## src/verilog/msx_pkg.sv

```systemverilog
package msx_pkg;

   typedef enum logic {
      MSX1 = 1'b0,
      MSX2 = 1'b1
   } machine_t;

   // ram_size 0..3 selects 64, 128, 256 or 512 KB of mapped RAM
   typedef struct packed {
      machine_t   typ;
      logic [1:0] ram_size;
   } config_t;

   typedef struct packed {
      logic       io_wr;
      logic       io_rd;
      // level, high for the length of a memory cycle
      logic       mem;
      logic       rd_act;
      logic [7:0] port;
      logic [1:0] page;
      logic [7:0] wdata;
      logic [5:0] addr_lo;
   } bus_req_t;

   // second byte of a 99h pair
   typedef union packed {
      struct packed {
         logic       flag;
         logic       spare;
         logic [5:0] reg_num;
      } reg_wr;
      struct packed {
         logic       flag;
         logic       write_mode;
         logic [5:0] addr_bits;
      } addr_hi;
   } vdp_ctrl_t;

   localparam logic [7:0] PORT_VDP_DATA = 8'h98;
   localparam logic [7:0] PORT_VDP_CTRL = 8'h99;
   localparam logic [7:0] PORT_SLOT     = 8'hA8;
   // FCh..FFh, one register per page
   localparam logic [7:0] PORT_MAPPER   = 8'hFC;

   // one physical bank
   localparam int VRAM_AW      = 16;
   localparam int MSX1_VRAM_AW = 14;
   localparam int MSX2_VRAM_AW = 17;

endpackage

```

## src/verilog/msx_bus_decode.sv

```systemverilog
`timescale 1ns/100ps

module msx_bus_decode (
   input  logic              clk21m,
   input  logic              ce_10m7_p,
   input  logic              reset,
   input  logic [15:0]       addr,
   input  logic [7:0]        d_from_cpu,
   input  logic              wr_n,
   input  logic              rd_n,
   input  logic              iorq_n,
   input  logic              mreq_n,
   output msx_pkg::bus_req_t req
);

   logic       wr_n_q;
   logic       rd_n_q;
   logic       wr_fall;
   logic       rd_fall;
   logic       io_wr;
   logic       io_rd;
   logic       mem;
   logic       rd_act;
   logic [7:0] port_q;
   logic [1:0] page_q;
   logic [7:0] wdata_q;
   logic [5:0] addr_lo_q;

   // strobe edges only count on enabled cycles
   assign wr_fall = ce_10m7_p && !iorq_n && !wr_n && wr_n_q;
   assign rd_fall = ce_10m7_p && !iorq_n && !rd_n && rd_n_q;

   always_ff @(posedge clk21m) begin
      if (reset) begin
         wr_n_q <= 1'b1;
         rd_n_q <= 1'b1;
         io_wr  <= 1'b0;
         io_rd  <= 1'b0;
         mem    <= 1'b0;
         rd_act <= 1'b0;
      end else begin
         if (ce_10m7_p) begin
            wr_n_q <= wr_n;
            rd_n_q <= rd_n;
         end
         io_wr <= wr_fall;
         io_rd <= rd_fall;
         mem   <= !mreq_n;
         // drops on the first clock after the read strobe goes away
         if (rd_n || iorq_n) rd_act <= 1'b0;
         else if (rd_fall) rd_act <= 1'b1;
      end
   end

   always_ff @(posedge clk21m) begin
      if (wr_fall || rd_fall) begin
         port_q    <= addr[7:0];
         addr_lo_q <= addr[5:0];
      end
      if (wr_fall) wdata_q <= d_from_cpu;
      if (!mreq_n) page_q <= addr[15:14];
   end

   assign req = '{io_wr: io_wr, io_rd: io_rd, mem: mem, rd_act: rd_act,
                  port: port_q, page: page_q, wdata: wdata_q,
                  addr_lo: addr_lo_q};

endmodule

```

## config.mk

```make
export PLATFORM = sky130hd
export DESIGN_NAME = msx_bus_decode
export DESIGN_NICKNAME = d
export VERILOG_FILES = /design/src/verilog/msx_pkg.sv /design/src/verilog/msx_bus_decode.sv
export SDC_FILE = /design/constraint.sdc
export NUM_CORES = 1
export LEC_CHECK = 0
export ABC_CLOCK_PERIOD_IN_PS = 2100
export BUFFER_PORTS_ARGS = -buffer_cell sky130_fd_sc_hd__buf_2
export CELL_PAD_IN_SITES_DETAIL_PLACEMENT = 0
export CELL_PAD_IN_SITES_GLOBAL_PLACEMENT = 2
export CORE_ASPECT_RATIO = 1.75
export CORE_UTILIZATION = 25
export DETAILED_ROUTE_END_ITERATION = 16
export PLACE_DENSITY_LB_ADDON = 0.1
export SYNTH_ARGS = -nofsm -noshare
export SYNTH_HDL_FRONTEND = slang
export SYNTH_SLANG_ARGS = --single-unit
```

## constraint.sdc

```tcl
create_clock -name clk21m -period 2.1 [get_ports clk21m]
set_input_delay 0 -clock clk21m [delete_from_list [all_inputs] [get_ports clk21m]]
set_output_delay 0 -clock clk21m [all_outputs]
set_load 0.01 [all_outputs]
```

Word-level counts from Yosys, hierarchy flattened --
Cells that the tools add are included.
Cells by class: reduce and logical (&&, ||, !) cells 12
Operators with widths (count):
- 1-bit logical AND | 5
- 1-bit logical NOT | 4
- 1-bit logical OR | 2
- 2-bit OR reduction | 1
Storage, ports and cells: register bits after elaboration 30, bits of input ports 31, output and inout bits 28

Longest topological paths before layout --
word-level depth 5, gate-level depth with buffers 2, gate-level depth less buffers 2

Worst setup path after synthesis --
OpenSTA, ideal clock, no wires.
path type register -> register, from reg rd_n_q, to reg port_q[0] (enable), data arrival time 0.852 ns, data required time 1.725 ns, path slack 0.873 ns, cell stages (with the launch flop) 3, clock period less this slack 1.227 ns, cells stage by stage dfxtp_1 nand2b_1 a21oi_1
Between the ends: cells in the longest elaborated chain, start to end 2
RTL lines:
- start: declaration | line msx_bus_decode.sv:17 | logic rd_n_q;
- start signal: assignment | line msx_bus_decode.sv:44 | rd_n_q <= rd_n;
- 1-bit logical AND | line msx_bus_decode.sv:31 | assign rd_fall = ce_10m7_p && !iorq_n && !rd_n && rd_n_q;
- 1-bit logical OR | line msx_bus_decode.sv:56 | if (wr_fall || rd_fall) begin
- end signal: assignment | line msx_bus_decode.sv:57 | port_q <= addr[7:0];
- end: declaration | line msx_bus_decode.sv:24 | logic [7:0] port_q;
No other way between the ends. A chain may end at the register's enable or synchronous reset.

Worst setup path in the final report --
from in iorq_n, to reg port_q[6] (enable)
Between the ends: cells in the longest elaborated chain, start to end 5, elaborated cells on any way between the ends 7, those cells by class reduce/logical (7)
RTL lines:
- start: declaration | line msx_bus_decode.sv:11 | input logic iorq_n,
- 1-bit logical NOT * | line msx_bus_decode.sv:30, msx_bus_decode.sv:31
- 1-bit logical AND * | line msx_bus_decode.sv:30, msx_bus_decode.sv:31
- 1-bit logical AND (on tied branches) (2 in a row) | line msx_bus_decode.sv:30, msx_bus_decode.sv:31
- 1-bit logical OR * | line msx_bus_decode.sv:56
Mark *: on every way between the ends. The rest lies on a longest branch, timed or not.

==> impl_metrics.json <==
{
  "htreeDepth": 1,
  "cts.sinks": 24,
  "drt-pass1-iter-count": 2,
  "maxSlewViolCount": 0,
  "grtUsageTotal": 0.110,
  "ys_types": 13,
  "clock.fmax_mhz": 632,
  "synthTopCellsByArea": "edfxtp_1 (65%), dfxtp_1 (14%), buf_4 (9.0%)",
  "ys_seq_area_frac": 0.792,
  "vias": 631,
  "cts_resized": 0,
  "worstSetupPathType": "in2reg",
  "instances_no_fill": 162,
  "start_util": 0.263,
  "final_net_count": 151,
  "n_antenna_cell": 0,
  "die_h_um": 78.4,
  "synth_top_area_share": 0.648,
  "clk_latency_ns": 0.26,
  "synth_xor_area_frac": 0,
  "root_buffer": "clkbuf_8",
  "grt_antenna_before_repair": 0,
  "routed_wirelength_um": 1730,
  "syn_inst": 49,
  "nFillCells": 340,
  "dp.cells": 134,
  "cap_violations": 0,
  "hold_viol": 0,
  "synth_area_um2": 835,
  "place_congestion": 0.651,
  "grt_max_degree": 14,
  "leakagePower_nw": 0.589,
  "cts_made_buffers": 3,
  "syn_to_final_growth_pct": 62.8,
  "routedWlPerCell_um": 10.7,
  "synth-seq-cells": 24,
  "synthAdderAreaFrac": 0,
  "end_kind": "flip-flop",
  "die_x_um": 45.7,
  "rows": 27,
  "ir_drop_uv": 289,
  "grt_setup_unrepaired": "no",
  "r2r_slack_ns": 0.67,
  "startpoint_type": "input port",
  "min_period_ns": 1.58,
  "grt_pass1_vias": 660,
  "fp.coreArea_um2": 3180,
  "syn-num-nets": 80,
  "post-dp-hpwl_um": 1270,
  "critPathRequiredTime_ns": 2.00,
  "outcome": "completed",
  "post_route_cells_drive_above_1_share": 0.479,
  "layout_commonest_cell": "buf_2",
  "initialDrtViolationCount": 8,
  "crit_fanout": 8,
  "synth-compound-area-share": 0.0330,
  "ant_nets": 0,
  "synth_largest_area_cell": "edfxtp_1",
  "cts_tree": "done",
  "total_power_mw": 0.909,
  "worstPathArrival_ns": 1.48,
  "dieArea_um2": 3580,
  "yosys_warnings": 0,
  "yosys-mux-area-fraction": 0,
  "holdCritPathClass": "in2reg",
  "worst_pin_slew_ns": 0.769,
  "synth_top_family_by_area": "buffers and inverters",
  "clock_skew_ns": 0.00163,
  "ctsLongestPathBuffers": 2,
  "slew_headroom": 0.488,
  "routed_via_density": 3.90,
  "grt_overflow": 0,
  "io_pins": 59,
  "yosys.area_share.simple": 0.0810,
  "cellPowerDensity_nw_per_um2": 669,
  "finalCritPeriodShare": 0.754,
  "clkTransAtPathRegs_ns": 0.08,
  "drc": 0,
  "syn_area_per_cell_um2": 17.0,
  "port-buffer-count": 52,
  "setup-violations-final": 0,
  "most-common-layout-cells": "buf_2 (52), dlygate4sd3_1 (24), edfxtp_1 (18)",
  "grt_pass1_wl_um": 2810,
  "setup-tns-final_ns": 0
}
==> power breakdown <==
group / internal (mW) / total [mW] / switching, mW / leakage (nW)
Clock: 0.130 / 0.266 / 0.136 / 0.0231
Combinational: 0.0638 / 0.107 / 0.0436 / 0.350
Sequential: 0.530 / 0.535 / 0.00535 / 0.216
Total: 0.724 / 0.909 / 0.185 / 0.589
==> state kept, by name, summed over array words and instances, names as in the netlist <==
name,cells
page_q,2
wdata_q,8
mem,1
rd_n_q,1
port_q,8
io_rd,1
io_wr,1
wr_n_q,1
rd_act,1
==> routing by layer <==
| layer | vias up | global-route usage | share of wire |
|---|---|---|---|
| li1 | 305 | - | - |
| met1 | 285 | 0.0999 | 0.32 |
| met2 | 34 | 0.199 | 0.59 |
| met3 | 7 | 0.0276 | 0.059 |
| met4 | 0 | 0.0727 | 0.031 |
| met5 | - | 0 | 0 |
==> cells by family after synthesis <==
logic type | count (synthesis)
AOI/OAI and AO/OA | 4
buffers and inverters | 11
DFF | 24
and+or+nand+nor | 10
==> critical path: stages <==
cell           delay, ns
dlygate4sd3_1       0.53
buf_2               0.12
nand2b_2            0.21
a21oi_1             0.61
==> synthesized netlist by cell type, drive strengths merged <==
master / count
buf: 10
nor4: 1
a21oi: 2
nor2: 2
edfxtp: 18
nor2b: 2
nand2b: 3
nor3: 1
inv: 1
dfxtp: 6
nor4b: 1
a211o: 2
==> final timing paths <==
check,from,end,depth (start not counted)
setup / recovery,iorq_n,port_q[6]$_DFFE_PP_,4
hold / removal,reset,io_rd$_SDFF_PP0_,2
setup reg to reg,rd_n_q$_SDFFE_PP1P_,port_q[6]$_DFFE_PP_,2
hold reg to reg,rd_n_q$_SDFFE_PP1P_,io_rd$_SDFF_PP0_,1
==> repair_timing <==
action,in CTS,in global routing
hold buffers,24,0
hold endpoints to repair,23,0
setup buffers,0,0
==> final cells by class <==
class	instances	area, um^2	share of cell area
Clock buffer	3	41.3	0.0304
Inverter	1	3.75	0.00276
Sequential cell	24	661	0.486
Tap cell	43	53.8	0.0396
Multi-Input combinational cell	14	95.1	0.0700
Clock inverter	1	3.75	0.00276
Timing Repair Buffer	76	500	0.368
==> per-stage QoR <==
| step | utilization | worst slack, ns | hold slack (ns) | area [um^2] |
|---|---|---|---|---|
| floorplan | - | 0.873 | 0.0667 | 835 |
| global placement | 0.338 | 0.705 | 0.172 | 1070 |
| detailed placement | 0.338 | 0.645 | 0.172 | 1070 |
| CTS | 0.428 | 0.482 | 0.00495 | 1360 |
| global route | 0.428 | 0.424 | 0.0149 | 1360 |
| finish | 0.428 | 0.517 | 0.00411 | 1360 |
(Power assumes the default switching activity.)
